`config.mk`:
```
export PLATFORM = sky130hd
export DESIGN_NAME = c16_sys_ctrl
export DESIGN_NICKNAME = d
export VERILOG_FILES = /design/src/c16_load_pkg.sv /design/src/c16_map_pkg.sv /design/src/c16_sys_ctrl.sv /design/src/tape_player.sv /design/src/c16_bus_decode.sv /design/src/prg_loader.sv
export SDC_FILE = /design/constraint.sdc
export NUM_CORES = 1
export LEC_CHECK = 0
export BUFFER_PORTS_ARGS = -buffer_cell sky130_fd_sc_hd__buf_2
export CORE_ASPECT_RATIO = 0.5
export CORE_UTILIZATION = 35
export CTS_CLUSTER_SIZE = 16
export DETAILED_ROUTE_END_ITERATION = 10
export PLACE_DENSITY = 0.68
export SLEW_MARGIN = 10
export SYNTH_ARGS = -nofsm -noshare
export SYNTH_HDL_FRONTEND = slang
export SYNTH_SLANG_ARGS = --single-unit
```
`constraint.sdc`:
```
create_clock -name clk_sys -period 4 [get_ports clk_sys]
set_input_delay 0.8 -clock clk_sys [delete_from_list [all_inputs] [get_ports clk_sys]]
set_output_delay 0.8 -clock clk_sys [all_outputs]
set_load 0.01 [all_outputs]
```
`src/c16_load_pkg.sv`:
```
package c16_load_pkg;

	////////////////////////////////////////////////////////////
	// Download port
	////////////////////////////////////////////////////////////

	localparam int DL_ADDR_W = 25;

	// Image type on the download port
	typedef enum logic [7:0] {
		DL_ROM  = 8'd0,
		DL_PRG  = 8'd1,
		DL_CART = 8'd2,
		DL_TAPE = 8'd4
	} dl_index_e;

	// 16K bank number, download address bits 24..14
	localparam logic [10:0] CART_BANK_LO = 11'd0;
	localparam logic [10:0] CART_BANK_HI = 11'd1;

	////////////////////////////////////////////////////////////
	// Tape
	////////////////////////////////////////////////////////////

	typedef enum logic {
		FETCH_IDLE,
		FETCH_WAIT
	} tape_fetch_e;

	// Cassette FIFO checks early, so one spare byte past the end
	localparam int TAPE_TAIL = 2;

endpackage

```
`src/c16_map_pkg.sv`:
```
package c16_map_pkg;

	////////////////////////////////////////////////////////////
	// Bus widths
	////////////////////////////////////////////////////////////

	localparam int CPU_ADDR_W = 16;
	localparam int DATA_W     = 8;

	////////////////////////////////////////////////////////////
	// Memory map
	////////////////////////////////////////////////////////////

	// FDD0..FDDF, ROM config register written by address
	localparam logic [11:0] ROMCFG_WINDOW = 12'hFDD;

	// Kernal page, visible whatever romh says
	localparam logic [7:0] KERNAL_PAGE = 8'hFC;

	// Cassette port in the TED I/O area, address bits 8..4
	localparam logic [4:0] TAPE_IO_WINDOW = 5'h11;

	// BASIC start/end pointers, low byte first in each pair
	localparam logic [CPU_ADDR_W-1:0] PTR_ADDR [8] = '{
		16'h002D, 16'h002E, 16'h002F, 16'h0030,
		16'h0031, 16'h0032, 16'h009D, 16'h009E
	};

	// ROM source seen by the CPU for the current access
	typedef enum logic [2:0] {
		ROM_NONE,
		ROM_BASIC,
		ROM_KERNAL,
		ROM_KERNAL_STD,
		ROM_FUNC_LO,
		ROM_FUNC_HI,
		ROM_CART_LO,
		ROM_CART_HI
	} rom_src_e;

endpackage
```
`src/c16_sys_ctrl.sv`:
```
module c16_sys_ctrl #(
	parameter int TAPE_ADDR_W = 25
) (
	input  logic                                 clk_sys,
	input  logic                                 reset,

	// Download port
	input  logic                                 ioctl_download_i,
	input  logic [7:0]                           ioctl_index_i,
	input  logic                                 ioctl_wr_i,
	input  logic [c16_load_pkg::DL_ADDR_W-1:0]   ioctl_addr_i,
	input  logic [c16_map_pkg::DATA_W-1:0]       ioctl_dout_i,
	output logic                                 ioctl_wait_o,

	// CPU bus
	input  logic [c16_map_pkg::CPU_ADDR_W-1:0]   cpu_addr_i,
	input  logic [c16_map_pkg::DATA_W-1:0]       cpu_dout_i,
	input  logic                                 cpu_rnw_i,
	input  logic                                 cs_ram_n_i,
	input  logic                                 cs0_n_i,
	input  logic                                 cs1_n_i,
	input  logic                                 cs_io_n_i,
	input  logic                                 model_plus4_i,
	input  logic                                 kernal_std_i,
	output c16_map_pkg::rom_src_e                rom_sel_o,
	output logic                                 tape_sense_o,

	// Main RAM
	output logic [c16_map_pkg::CPU_ADDR_W-1:0]   ram_addr_o,
	output logic [c16_map_pkg::DATA_W-1:0]       ram_data_o,
	output logic                                 ram_wr_o,
	output logic                                 ram_we_o,
	output logic [c16_map_pkg::CPU_ADDR_W-1:0]   ram_cpu_addr_o,
	output logic [c16_map_pkg::DATA_W-1:0]       ram_cpu_data_o,

	// Tape memory
	output logic [TAPE_ADDR_W-1:0]               mem_addr_o,
	output logic [c16_map_pkg::DATA_W-1:0]       mem_din_o,
	output logic                                 mem_we_o,
	output logic                                 mem_rd_o,
	input  logic [c16_map_pkg::DATA_W-1:0]       mem_dout_i,
	input  logic                                 mem_ready_i,

	// Cassette FIFO and tape controls
	input  logic                                 fifo_full_i,
	input  logic                                 fifo_empty_i,
	output logic                                 fifo_wr_o,
	output logic [c16_map_pkg::DATA_W-1:0]       fifo_data_o,
	input  logic                                 tape_play_btn_i,
	input  logic                                 tape_unload_i,
	output logic                                 tape_play_o
);

	// CPU side of the RAM port rides with ram_we_o
	assign ram_cpu_addr_o = cpu_addr_i;
	assign ram_cpu_data_o = cpu_dout_i;

	prg_loader prg_loader_i (
		.clk_sys          (clk_sys),
		.reset            (reset),
		.ioctl_download_i (ioctl_download_i),
		.ioctl_index_i    (ioctl_index_i),
		.ioctl_wr_i       (ioctl_wr_i),
		.ioctl_addr_i     (ioctl_addr_i),
		.ioctl_dout_i     (ioctl_dout_i),
		.ram_addr_o       (ram_addr_o),
		.ram_data_o       (ram_data_o),
		.ram_wr_o         (ram_wr_o)
	);

	c16_bus_decode c16_bus_decode_i (
		.clk_sys       (clk_sys),
		.reset         (reset),
		.model_plus4_i (model_plus4_i),
		.kernal_std_i  (kernal_std_i),
		.cpu_addr_i    (cpu_addr_i),
		.cpu_rnw_i     (cpu_rnw_i),
		.cs_ram_n_i    (cs_ram_n_i),
		.cs0_n_i       (cs0_n_i),
		.cs1_n_i       (cs1_n_i),
		.cs_io_n_i     (cs_io_n_i),
		.ioctl_wr_i    (ioctl_wr_i),
		.ioctl_index_i (ioctl_index_i),
		.ioctl_addr_i  (ioctl_addr_i),
		.tape_play_i   (tape_play_o),
		.rom_sel_o     (rom_sel_o),
		.ram_we_o      (ram_we_o),
		.tape_sense_o  (tape_sense_o)
	);

	tape_player #(
		.TAPE_ADDR_W (TAPE_ADDR_W)
	) tape_player_i (
		.clk_sys          (clk_sys),
		.reset            (reset),
		.ioctl_download_i (ioctl_download_i),
		.ioctl_index_i    (ioctl_index_i),
		.ioctl_wr_i       (ioctl_wr_i),
		.ioctl_addr_i     (ioctl_addr_i),
		.ioctl_dout_i     (ioctl_dout_i),
		.mem_dout_i       (mem_dout_i),
		.mem_ready_i      (mem_ready_i),
		.fifo_full_i      (fifo_full_i),
		.fifo_empty_i     (fifo_empty_i),
		.tape_play_btn_i  (tape_play_btn_i),
		.tape_unload_i    (tape_unload_i),
		.ioctl_wait_o     (ioctl_wait_o),
		.mem_addr_o       (mem_addr_o),
		.mem_din_o        (mem_din_o),
		.mem_we_o         (mem_we_o),
		.mem_rd_o         (mem_rd_o),
		.fifo_wr_o        (fifo_wr_o),
		.fifo_data_o      (fifo_data_o),
		.tape_play_o      (tape_play_o)
	);

endmodule

```
`src/tape_player.sv`:
```
module tape_player #(
	parameter int TAPE_ADDR_W = 25
) (
	input  logic                                 clk_sys,
	input  logic                                 reset,
	input  logic                                 ioctl_download_i,
	input  logic [7:0]                           ioctl_index_i,
	input  logic                                 ioctl_wr_i,
	input  logic [c16_load_pkg::DL_ADDR_W-1:0]   ioctl_addr_i,
	input  logic [c16_map_pkg::DATA_W-1:0]       ioctl_dout_i,
	input  logic [c16_map_pkg::DATA_W-1:0]       mem_dout_i,
	input  logic                                 mem_ready_i,
	input  logic                                 fifo_full_i,
	input  logic                                 fifo_empty_i,
	input  logic                                 tape_play_btn_i,
	input  logic                                 tape_unload_i,
	output logic                                 ioctl_wait_o,
	output logic [TAPE_ADDR_W-1:0]               mem_addr_o,
	output logic [c16_map_pkg::DATA_W-1:0]       mem_din_o,
	output logic                                 mem_we_o,
	output logic                                 mem_rd_o,
	output logic                                 fifo_wr_o,
	output logic [c16_map_pkg::DATA_W-1:0]       fifo_data_o,
	output logic                                 tape_play_o
);

	logic                      tape_load;
	logic                      load_active;
	logic                      tape_clear;
	logic                      tape_loaded;
	logic                      fetch_done;
	logic                      btn_q;
	logic                      empty_q;
	logic [TAPE_ADDR_W-1:0]    wr_addr;
	logic [TAPE_ADDR_W-1:0]    play_addr;
	logic [TAPE_ADDR_W-1:0]    last_addr;
	c16_load_pkg::tape_fetch_e fetch_state;

	assign tape_load   = (ioctl_index_i == c16_load_pkg::DL_TAPE);
	assign load_active = ioctl_download_i && tape_load;
	assign tape_clear  = reset || tape_unload_i || load_active;
	assign tape_loaded = (play_addr < last_addr);
	assign fetch_done  = (fetch_state == c16_load_pkg::FETCH_WAIT) && !mem_rd_o && mem_ready_i;

	// Writes and reads never overlap
	assign mem_addr_o = mem_we_o ? wr_addr : play_addr;

	////////////////////////////////////////////////////////////
	// Download into tape memory
	////////////////////////////////////////////////////////////

	// Hold off the source until the memory takes the byte
	always_ff @(posedge clk_sys) begin
		if (reset) begin
			mem_we_o     <= 1'b0;
			ioctl_wait_o <= 1'b0;
		end else begin
			mem_we_o <= 1'b0;
			if (ioctl_wr_i && tape_load) begin
				mem_we_o     <= 1'b1;
				ioctl_wait_o <= 1'b1;
			end else if (!mem_we_o && ioctl_wait_o && mem_ready_i) begin
				ioctl_wait_o <= 1'b0;
			end
		end
	end

	always_ff @(posedge clk_sys) begin
		if (ioctl_wr_i && tape_load) begin
			wr_addr   <= ioctl_addr_i[TAPE_ADDR_W-1:0];
			mem_din_o <= ioctl_dout_i;
		end
	end

	////////////////////////////////////////////////////////////
	// Play control and FIFO fetch
	////////////////////////////////////////////////////////////

	always_ff @(posedge clk_sys) begin
		if (reset) begin
			btn_q   <= 1'b0;
			empty_q <= 1'b0;
		end else begin
			btn_q   <= tape_play_btn_i;
			empty_q <= fifo_empty_i;
		end
	end

	always_ff @(posedge clk_sys) begin
		if (tape_clear) begin
			play_addr   <= '0;
			last_addr   <= '0;
			tape_play_o <= 1'b0;
			mem_rd_o    <= 1'b0;
			fifo_wr_o   <= 1'b0;
			fetch_state <= c16_load_pkg::FETCH_IDLE;
			// Track the image end, play is armed for when it completes
			if (!reset && !tape_unload_i) begin
				last_addr   <= ioctl_addr_i[TAPE_ADDR_W-1:0] +
					TAPE_ADDR_W'(c16_load_pkg::TAPE_TAIL);
				tape_play_o <= 1'b1;
			end
		end else begin
			if (tape_play_btn_i && !btn_q)
				tape_play_o <= !tape_play_o;
			if (fifo_empty_i && !empty_q)
				tape_play_o <= 1'b0;

			mem_rd_o  <= 1'b0;
			fifo_wr_o <= 1'b0;

			// Let full and ready settle after each strobe
			if (!mem_rd_o && !fifo_wr_o) begin
				case (fetch_state)
					c16_load_pkg::FETCH_IDLE: begin
						if (!fifo_full_i && tape_loaded && !ioctl_wait_o && !mem_we_o) begin
							mem_rd_o    <= 1'b1;
							fetch_state <= c16_load_pkg::FETCH_WAIT;
						end
					end
					c16_load_pkg::FETCH_WAIT: begin
						if (mem_ready_i) begin
							play_addr   <= play_addr + 1'b1;
							fifo_wr_o   <= 1'b1;
							fetch_state <= c16_load_pkg::FETCH_IDLE;
						end
					end
					default: fetch_state <= c16_load_pkg::FETCH_IDLE;
				endcase
			end
		end
	end

	always_ff @(posedge clk_sys) begin
		if (fetch_done)
			fifo_data_o <= mem_dout_i;
	end

endmodule

```
`src/c16_bus_decode.sv`:
```
module c16_bus_decode (
	input  logic                                 clk_sys,
	input  logic                                 reset,
	input  logic                                 model_plus4_i,
	input  logic                                 kernal_std_i,
	input  logic [c16_map_pkg::CPU_ADDR_W-1:0]   cpu_addr_i,
	input  logic                                 cpu_rnw_i,
	input  logic                                 cs_ram_n_i,
	input  logic                                 cs0_n_i,
	input  logic                                 cs1_n_i,
	input  logic                                 cs_io_n_i,
	input  logic                                 ioctl_wr_i,
	input  logic [7:0]                           ioctl_index_i,
	input  logic [c16_load_pkg::DL_ADDR_W-1:0]   ioctl_addr_i,
	input  logic                                 tape_play_i,
	output c16_map_pkg::rom_src_e                rom_sel_o,
	output logic                                 ram_we_o,
	output logic                                 tape_sense_o
);

	logic        model_q;
	logic        cart_lo_q;
	logic        cart_hi_q;
	logic [1:0]  roml_q;
	logic [1:0]  romh_q;
	logic        io_n_q;
	logic        ram_n_q;
	logic        cart_wr;
	logic [10:0] cart_bank;
	logic        kern_page;

	assign cart_wr   = ioctl_wr_i && (ioctl_index_i == c16_load_pkg::DL_CART);
	assign cart_bank = ioctl_addr_i[c16_load_pkg::DL_ADDR_W-1:14];
	assign kern_page = (cpu_addr_i[15:8] == c16_map_pkg::KERNAL_PAGE);

	// Model only changes across a reset
	always_ff @(posedge clk_sys) begin
		if (reset)
			model_q <= model_plus4_i;
	end

	always_ff @(posedge clk_sys) begin
		if (reset) begin
			cart_lo_q <= 1'b0;
			cart_hi_q <= 1'b0;
		end else if (cart_wr) begin
			if (cart_bank == c16_load_pkg::CART_BANK_LO)
				cart_lo_q <= 1'b1;
			if (cart_bank == c16_load_pkg::CART_BANK_HI)
				cart_hi_q <= 1'b1;
		end
	end

	////////////////////////////////////////////////////////////
	// Config register and RAM write, on select release
	////////////////////////////////////////////////////////////

	always_ff @(posedge clk_sys) begin
		if (reset) begin
			io_n_q   <= 1'b1;
			ram_n_q  <= 1'b1;
			roml_q   <= 2'd0;
			romh_q   <= 2'd0;
			ram_we_o <= 1'b0;
		end else begin
			io_n_q   <= cs_io_n_i;
			ram_n_q  <= cs_ram_n_i;
			ram_we_o <= !ram_n_q && cs_ram_n_i && !cpu_rnw_i;

			// Plus/4 only; data is ignored, the low nibble of the address is the value
			if (model_q && !io_n_q && cs_io_n_i && !cpu_rnw_i &&
					cpu_addr_i[15:4] == c16_map_pkg::ROMCFG_WINDOW)
				{romh_q, roml_q} <= cpu_addr_i[3:0];
		end
	end

	////////////////////////////////////////////////////////////
	// ROM selection
	////////////////////////////////////////////////////////////

	always_comb begin
		rom_sel_o = c16_map_pkg::ROM_NONE;
		if (!cs0_n_i) begin
			case (roml_q)
				2'd0: rom_sel_o = c16_map_pkg::ROM_BASIC;
				2'd1: rom_sel_o = cart_lo_q ? c16_map_pkg::ROM_CART_LO : c16_map_pkg::ROM_NONE;
				2'd2: rom_sel_o = c16_map_pkg::ROM_FUNC_LO;
				default: rom_sel_o = c16_map_pkg::ROM_NONE;
			endcase
		end else if (!cs1_n_i) begin
			if (kern_page || romh_q == 2'd0) begin
				rom_sel_o = kernal_std_i ? c16_map_pkg::ROM_KERNAL_STD : c16_map_pkg::ROM_KERNAL;
			end else begin
				case (romh_q)
					2'd1: rom_sel_o = cart_hi_q ? c16_map_pkg::ROM_CART_HI : c16_map_pkg::ROM_NONE;
					2'd2: rom_sel_o = c16_map_pkg::ROM_FUNC_HI;
					default: rom_sel_o = c16_map_pkg::ROM_NONE;
				endcase
			end
		end
	end

	// Sense is active low, pulled down while the tape plays
	assign tape_sense_o = cs_io_n_i ||
		(cpu_addr_i[8:4] != c16_map_pkg::TAPE_IO_WINDOW) || !tape_play_i;

endmodule

```
`src/prg_loader.sv`:
```
module prg_loader (
	input  logic                                 clk_sys,
	input  logic                                 reset,
	input  logic                                 ioctl_download_i,
	input  logic [7:0]                           ioctl_index_i,
	input  logic                                 ioctl_wr_i,
	input  logic [c16_load_pkg::DL_ADDR_W-1:0]   ioctl_addr_i,
	input  logic [c16_map_pkg::DATA_W-1:0]       ioctl_dout_i,
	output logic [c16_map_pkg::CPU_ADDR_W-1:0]   ram_addr_o,
	output logic [c16_map_pkg::DATA_W-1:0]       ram_data_o,
	output logic                                 ram_wr_o
);

	logic                               prg_sel;
	logic                               prg_wr;
	logic                               download_q;
	logic [3:0]                         patch_cnt;
	logic [c16_map_pkg::CPU_ADDR_W-1:0] load_addr;

	assign prg_sel = (ioctl_index_i == c16_load_pkg::DL_PRG);
	assign prg_wr  = ioctl_download_i && prg_sel && ioctl_wr_i;

	////////////////////////////////////////////////////////////
	// Write strobe and patch sequencing
	////////////////////////////////////////////////////////////

	// Patch runs from 1 through 15, odd steps write one pointer byte
	always_ff @(posedge clk_sys) begin
		if (reset) begin
			download_q <= 1'b0;
			patch_cnt  <= 4'd0;
			ram_wr_o   <= 1'b0;
		end else begin
			download_q <= ioctl_download_i;
			ram_wr_o   <= 1'b0;

			if (patch_cnt != 4'd0)
				patch_cnt <= patch_cnt + 4'd1;

			if (ioctl_download_i && prg_sel) begin
				patch_cnt <= 4'd0;
				// Header bytes only set the load address
				if (ioctl_wr_i && ioctl_addr_i > 1)
					ram_wr_o <= 1'b1;
			end

			// End of PRG download
			if (download_q && !ioctl_download_i && prg_sel)
				patch_cnt <= 4'd1;

			if (patch_cnt[0])
				ram_wr_o <= 1'b1;
		end
	end

	////////////////////////////////////////////////////////////
	// Address and data
	////////////////////////////////////////////////////////////

	always_ff @(posedge clk_sys) begin
		if (prg_wr) begin
			if (ioctl_addr_i == 0) begin
				load_addr[7:0] <= ioctl_dout_i;
			end else if (ioctl_addr_i == 1) begin
				load_addr[15:8] <= ioctl_dout_i;
			end else begin
				ram_addr_o <= load_addr;
				ram_data_o <= ioctl_dout_i;
				load_addr  <= load_addr + 1'b1;
			end
		end else if (patch_cnt[0]) begin
			// load_addr now points one past the last byte
			ram_addr_o <= c16_map_pkg::PTR_ADDR[patch_cnt[3:1]];
			ram_data_o <= patch_cnt[1] ? load_addr[15:8] : load_addr[7:0];
		end
	end

endmodule

```
After elaboration in Yosys (flattened, before gate mapping)
Memories as Yosys holds them, arrays and structs flattened.
Index checks and enable logic that the tools add are counted.
{ "totals": {"reg_bits": 155, "rom_bits": 128, "out_inout_bits": 100, "elab_cells": 158, "memories": 1} }
{ "memory_table": {"columns": ["memory", "words", "word_bits", "read_ports", "rd_ports_with_merged_regs", "wr", "line_no", "source"], "rows": [
  ["(no name shown)", 8, 16, 1, 0, 0, "prg_loader.sv:73", "ram_addr_o <= c16_map_pkg::PTR_ADDR[patch_cnt[3:1]];"]
]} }
{ "classes": {"n_addsub": 4, "n_lt_le_gt_ge": 3, "n_eq_ne": 15, "n_mux": 40, "bitwise_logic": 4, "n_reduce_logical": 62} }
{ "ops": {"columns": ["op", "n"], "rows": [
  ["16-bit 2-to-1 mux", 6],
  ["8-bit 2-to-1 mux", 8],
  ["25-bit by 1-bit adder with 25-bit output, second input constant", 1],
  ["25-bit by 2-bit adder with 25-bit output, second input constant", 1],
  ["25-bit by 1-bit == test with 1-bit output, second input constant", 1],
  ["25-bit by 1-bit > comparator with 1-bit output, second input constant", 1],
  ["1-bit logical AND", 25],
  ["25-bit zero test", 1],
  ["25-bit < comparator", 1],
  ["25-bit 2-to-1 mux", 1],
  ["1-bit 2-to-1 mux", 17],
  ["16-bit by 1-bit adder with 16-bit output, second input constant", 1],
  ["3-bit 2-to-1 mux", 5],
  ["1-bit zero test", 14],
  ["12-bit == test, second input constant", 1],
  ["11-bit by 1-bit == test with 1-bit output, second input constant", 1],
  ["11-bit zero test", 1],
  ["3-bit case mux with 3 select lines", 1],
  ["3-bit OR reduction", 3],
  ["8-bit by 1-bit == test with 1-bit output, second input constant", 1],
  ["8-bit by 2-bit == test with 1-bit output, second input constant", 1],
  ["8-bit by 3-bit == test with 1-bit output, second input constant", 1],
  ["8-bit == test, second input constant", 1],
  ["2-bit AND reduction", 4],
  ["17 further kinds", 30]
]} }

Depth between registers and ports, before layout
{ "depth": {"depth_word": 6, "depth_mapped": 8, "mapped_depth_nobuf": 7} }

Cells and area by module
From an unflattened synthesis, not the netlist that was laid out.
{ "unflattened": {"cells_unflattened": 736, "hier_area_um2": 8013.9} }
{ "by_module_without_submodules": {"columns": ["module", "instances", "cells_per_inst", "area_per_inst_um2", "seq_area_each_um2"], "rows": [
  ["tape_player", 1, 437, 4880.9, 2652.5],
  ["prg_loader", 1, 206, 2374.8, 1321.3],
  ["c16_bus_decode", 1, 69, 578.1, 210.2],
  ["c16_sys_ctrl", 1, 24, 180.2, 0.0]
]} }

Worst setup path after synthesis
Ideal clock, no wire load.
{ "synth_timing": {"kind": "input port to flip-flop", "from": "input port ioctl_index_i[5]", "to": "register prg_loader_i.ram_addr_o[0] in the netlist's numbering, enable pin", "setup_time_ns": 0.420, "t_arrival_ns": 2.849, "t_required_ns": 3.580, "path_slack_ns": 0.732, "path_stages": 5, "path_cell_list": "nor4_4 and2_1 and3_1 nor2_1 a31oi_1"} }
{ "synth_between": {"elab_chain_cells": 5, "elab_cells_between_ends": 7, "classes_between": "eq/ne (3); reduce/logical (4)"} }
{ "synth_lines": {"columns": ["element", "line_no", "source"], "rows": [
  ["from (decl)", "c16_sys_ctrl.sv:9", "input logic [7:0] ioctl_index_i,"],
  ["8-bit by 1-bit == test with 1-bit output *", "prg_loader.sv:20", "assign prg_sel = (ioctl_index_i == c16_load_pkg::DL_PRG);"],
  ["1-bit logical AND * (2 in a row)", "prg_loader.sv:21", "assign prg_wr = ioctl_download_i && prg_sel && ioctl_wr_i;"],
  ["2-bit inequality test (no line) / 2-bit nonzero test (equally long branches)", null, null],
  ["3-bit AND reduction (no line) *", null, null],
  ["to (signal assigned)", "prg_loader.sv:67", "ram_addr_o <= load_addr;"],
  ["to (signal assigned)", "prg_loader.sv:73", null],
  ["to (decl)", "prg_loader.sv:9", "output logic [c16_map_pkg::CPU_ADDR_W-1:0] ram_addr_o,"]
]} }
Every way passes the cells marked *; elsewhere a longest branch is shown, timed or not.
A chain may end at the register's enable or synchronous reset.

Final worst setup path
{ "layout_timing": {"from": "input port cpu_addr_i[15] in the netlist's numbering", "to": "output port rom_sel_o[0]"} }
{ "layout_between": {"elab_chain_cells": 5} }
{ "layout_lines": {"columns": ["element", "line_no", "source"], "rows": [
  ["from (decl)", "c16_sys_ctrl.sv:16", "input logic [c16_map_pkg::CPU_ADDR_W-1:0] cpu_addr_i,"],
  ["8-bit == test", "c16_bus_decode.sv:34", "assign kern_page = (cpu_addr_i[15:8] == c16_map_pkg::KERNAL_PAGE);"],
  ["1-bit logical OR", "c16_bus_decode.sv:91", "if (kern_page || romh_q == 2'd0) begin"],
  ["3-bit 2-to-1 mux", "c16_bus_decode.sv:91", null],
  ["3-bit 2-to-1 mux", "c16_bus_decode.sv:90", "end else if (!cs1_n_i) begin"],
  ["3-bit 2-to-1 mux", "c16_bus_decode.sv:83", "if (!cs0_n_i) begin"],
  ["to (decl)", "c16_sys_ctrl.sv:25", "output c16_map_pkg::rom_src_e rom_sel_o,"]
]} }
Every way passes these cells.

==> results by group <==
Timing
  • Worst Hold Margin: 0.395 ns
  • Final setup viols: 0
  • Tightest Pin Transition: 0.833 ns
  • Setup tns final: 0 ns
  • Fin worst setup slack: 1.27 ns
  • Post-layout minimum cycle time: 2.73 ns
  • Max Clk Rate: 0.366 GHz
  • Unrepaired setup endpoints after global routing: no
  • Fin crit share: 68.3%
  • Relative slew slack: 44.4%
  • Worst Clk Skew: 0.00709 ns
  • Final hold vios: 0
  • Max-slew violations: 0

Power and ir drop
  • Switching share of power: 24.7%
  • Sequential power share: 49.7%
  • Comb power frac: 8.9%
  • Switching Power: 0.910 mW
  • Clock Power Share: 41.4%
  • Pleak: 3.68 nW
  • Worst VDD drop: 0.343 mV
  • PwrDens: 389 nW/um2
  • Internal: 2.78 mW

Floorplan
  • Row cnt: 38
  • Initial core utilization: 36.2%
  • Die ar.: 23,300 um2
  • I/O pins: 189
  • Chip Height: 108 um
  • Core Region: 21,900 um2
  • Die X-Extent: 215 um

GRT
  • Vias in the first global route: 5,733
  • Antenna violations before repair: 0
  • GRT overflow: 0
  • Largest net degree at the start of global routing: 34
  • Global-route wire length before repair: 30,000 um
  • Global-route usage over all layers: 16.5%

Logic synthesis
  • Flops & latches, synth: 155
  • Ys async rst share: 0%
  • Top cell type's share of synthesized area: 40.9%
  • Netlist cell types: 54
  • Dominant cell type by area after synthesis: edfxtp_1
  • Dominant cells by area after synthesis: edfxtp_1 41%, dfxtp_1 12%, ha_1 5.5%, nor2_1 3.7%, mux2_2 3.4%
  • Synthesized cell area: 7920 um2
  • Top cells by count, synth: 108 x edfxtp_1, 78 x nor2_1, 62 x nand2_1
  • Syn Nets: 861
  • Register area share after synthesis: 52.8%
  • Most used flip-flop cell after synthesis: edfxtp_1
  • Post-synth EDFFs: 108
  • Cells after synthesis: 737
  • Most common cell in the netlist: edfxtp_1
  • Yosys warning total: 0
  • Syn avg cell area: 10.8 um2

Clock tree
  • Post-CTS Setup Bufs: 0
  • CTS tree: yes
  • CTS max path bufs: 2
  • Post-cts resize count: 0
  • Clk Latency, worst-skew pair: 0.42 ns
  • Num CTS Buffers: 17
  • Clk sinks: 155
  • Worst-path clk slew: 0.06 ns
  • Root Buffer: clkbuf_16
  • Htree depth: 4
  • CTS Hold Bufs: 0

Place
  • HPWL Detailed: 13,800 um
  • Global placer's final weighted congestion: 0.866
  • Placement Cell Area: 8930 um2
  • Dpl ws: 1.00 ns
  • Port Buffers: 172

Hold path
  • Hold Crit Start: c16_bus_decode_i.ram_n_q
  • Worst Hold Class: reg -> reg
  • Hold endpoint: c16_bus_decode_i.ram_we_o
  • Hold Crit Depth: 1

Drt
  • Number of iterations in the first detailed-routing pass: 5
  • DR DRC count: 0
  • Vias: 5,855
  • Iter 0 DRT Violations: 284
  • Wirelength per Cell: 15.7 um
  • Vias per inst: 4.88
  • Final ANT Viol Nets: 0
  • Post-Route WL: 18,900 um

Worst setup path
  • Crit path max fanout: 3
  • Crit Reg-Reg Endpoint: tape_player_i.play_addr[24]
  • R2R depth: 5
  • Startpoint types: primary input
  • Worst setup path class: in -> out
  • Required time of the critical path: 3.20 ns
  • R2R Setup Slk: 1.88 ns
  • Crit. End Element: primary output
  • Worst reg2reg startpoint: tape_player_i.mem_rd_o
  • Worst Path Arrival: 1.93 ns

Status
  • Outcome: completed

Finish
  • Share of post-route cells with drive strength above 1: 28.1%
  • Fillcell total: 2,062
  • Synth-to-layout area growth: 19.6%
  • Diodes inserted: 0
  • Nets: 1,013
  • Final instance area: 9480 um2

Run
  • Max-cap viol count: 0
==> layout make-up <==
cell class | instances | area [um2] | area share, %
Sequential cell | 155 | 4180 | 44.1
Inverter | 45 | 169 | 1.78
Clock buffer | 17 | 425 | 4.49
Clock inverter | 14 | 121 | 1.28
Multi-Input combinational cell | 491 | 3290 | 34.7
Tap cell | 300 | 375 | 3.96
Timing Repair Buffer | 179 | 913 | 9.64
==> power groups by stage <==
stage                     Sequential (mW)  Combinational, mW  Clock (mW)
after global routing                 1.84              0.366        1.62
after global placement               1.87              0.322           0
after floorplan                      1.88              0.165           0
after detailed placement             1.87              0.330           0
after CTS                            1.83              0.332        1.56
final                                1.83              0.328        1.53
==> layout by cell type, fill, tap and decap left out, types with 3 or more instances in the layout <==
cell type and instances:
a21oi_1 29, and2_1 13, and3_1 7, and4_1 5
buf_2 172, buf_4 7, clkbuf_16 17, clkinv_2 5
clkinvlp_4 3, dfxtp_1 47, edfxtp_1 108, ha_1 35
inv_1 45, inv_6 3, mux2_2 24, mux2i_1 15
nand2_1 62, nand3_1 26, nand3_2 3, nand4_1 21
nor2_1 78, nor2b_1 6, nor3_1 13, nor3b_1 4
nor4_1 6, nor4_2 4, nor4b_1 4, o21ai_0 35
o31ai_1 3, or2_2 3, or3_1 11, xnor2_1 29
xor2_1 26
==> how the worst max path moves through the flow <==
stage	startpoint	endpoint	slack [ns]
after floorplan	ioctl_index_i[5]	prg_loader_i.ram_addr_o[0]	0.73
after global placement	ioctl_index_i[1]	prg_loader_i.ram_addr_o[11]	1.05
after detailed placement	ioctl_index_i[1]	prg_loader_i.ram_addr_o[11]	1.00
after CTS	cpu_addr_i[15]	rom_sel_o[0]	1.26
after global routing	ioctl_index_i[1]	prg_loader_i.ram_addr_o[11]	1.14
final	cpu_addr_i[15]	rom_sel_o[0]	1.27
==> cell families (layout without fill, tap and decap cells) <==
| kind of cell | Yosys count | count (layout) | synth area share (%) |
|---|---|---|---|
| muxes | 39 | 39 | 5.31 |
| xor gates and xnor gates | 55 | 55 | 6.08 |
| DFF | 155 | 155 | 52.8 |
| AOI/OAI and AO/OA | 84 | 84 | 6.11 |
| buffers and inverters | 91 | 255 | 5.83 |
| and+or+nand+nor | 278 | 278 | 18.3 |
| adders and majority gates | 35 | 35 | 5.53 |
==> critical path, cell delays in order <==
cell	delay, ns
buf_2	0.10
nand4_1	0.08
nor3_1	0.08
a21o_1	0.20
or3_1	0.38
o311ai_0	0.10
buf_2	0.19
==> stage by stage <==
stage / total power, mW / std cells / utilization [%]
final: 3.69 / 1201 / 43.2
after global routing: 3.83 / 1201 / 43.2
after CTS: 3.73 / 1201 / 43.2
after detailed placement: 2.20 / 1170 / 40.7
after global placement: 2.19 / 1170 / 40.7
after floorplan: 2.05 / 737 / -
==> sequential cells by signal, summed over array words and instances, names as in the netlist, 2 cells and up <==
signal and cells:
tape_player_i.play_addr 25, prg_loader_i.patch_cnt 4, tape_player_i.mem_din_o 8, tape_player_i.last_addr 25, c16_bus_decode_i.roml_q 2, prg_loader_i.load_addr 16, tape_player_i.fifo_data_o 8, prg_loader_i.ram_data_o 8
c16_bus_decode_i.romh_q 2, tape_player_i.wr_addr 25, prg_loader_i.ram_addr_o 16
==> layer usage <==
layer / vias up / GRT usage, % / share of wire [%]
met2: 95 / 28.5 / 49
met4: 0 / 4.59 / 1.1
met1: 2845 / 21.0 / 47
met3: 19 / 3.54 / 2.9
li1: 2896 / - / -
met5: - / 0 / 0
(Power assumes the default switching activity.)
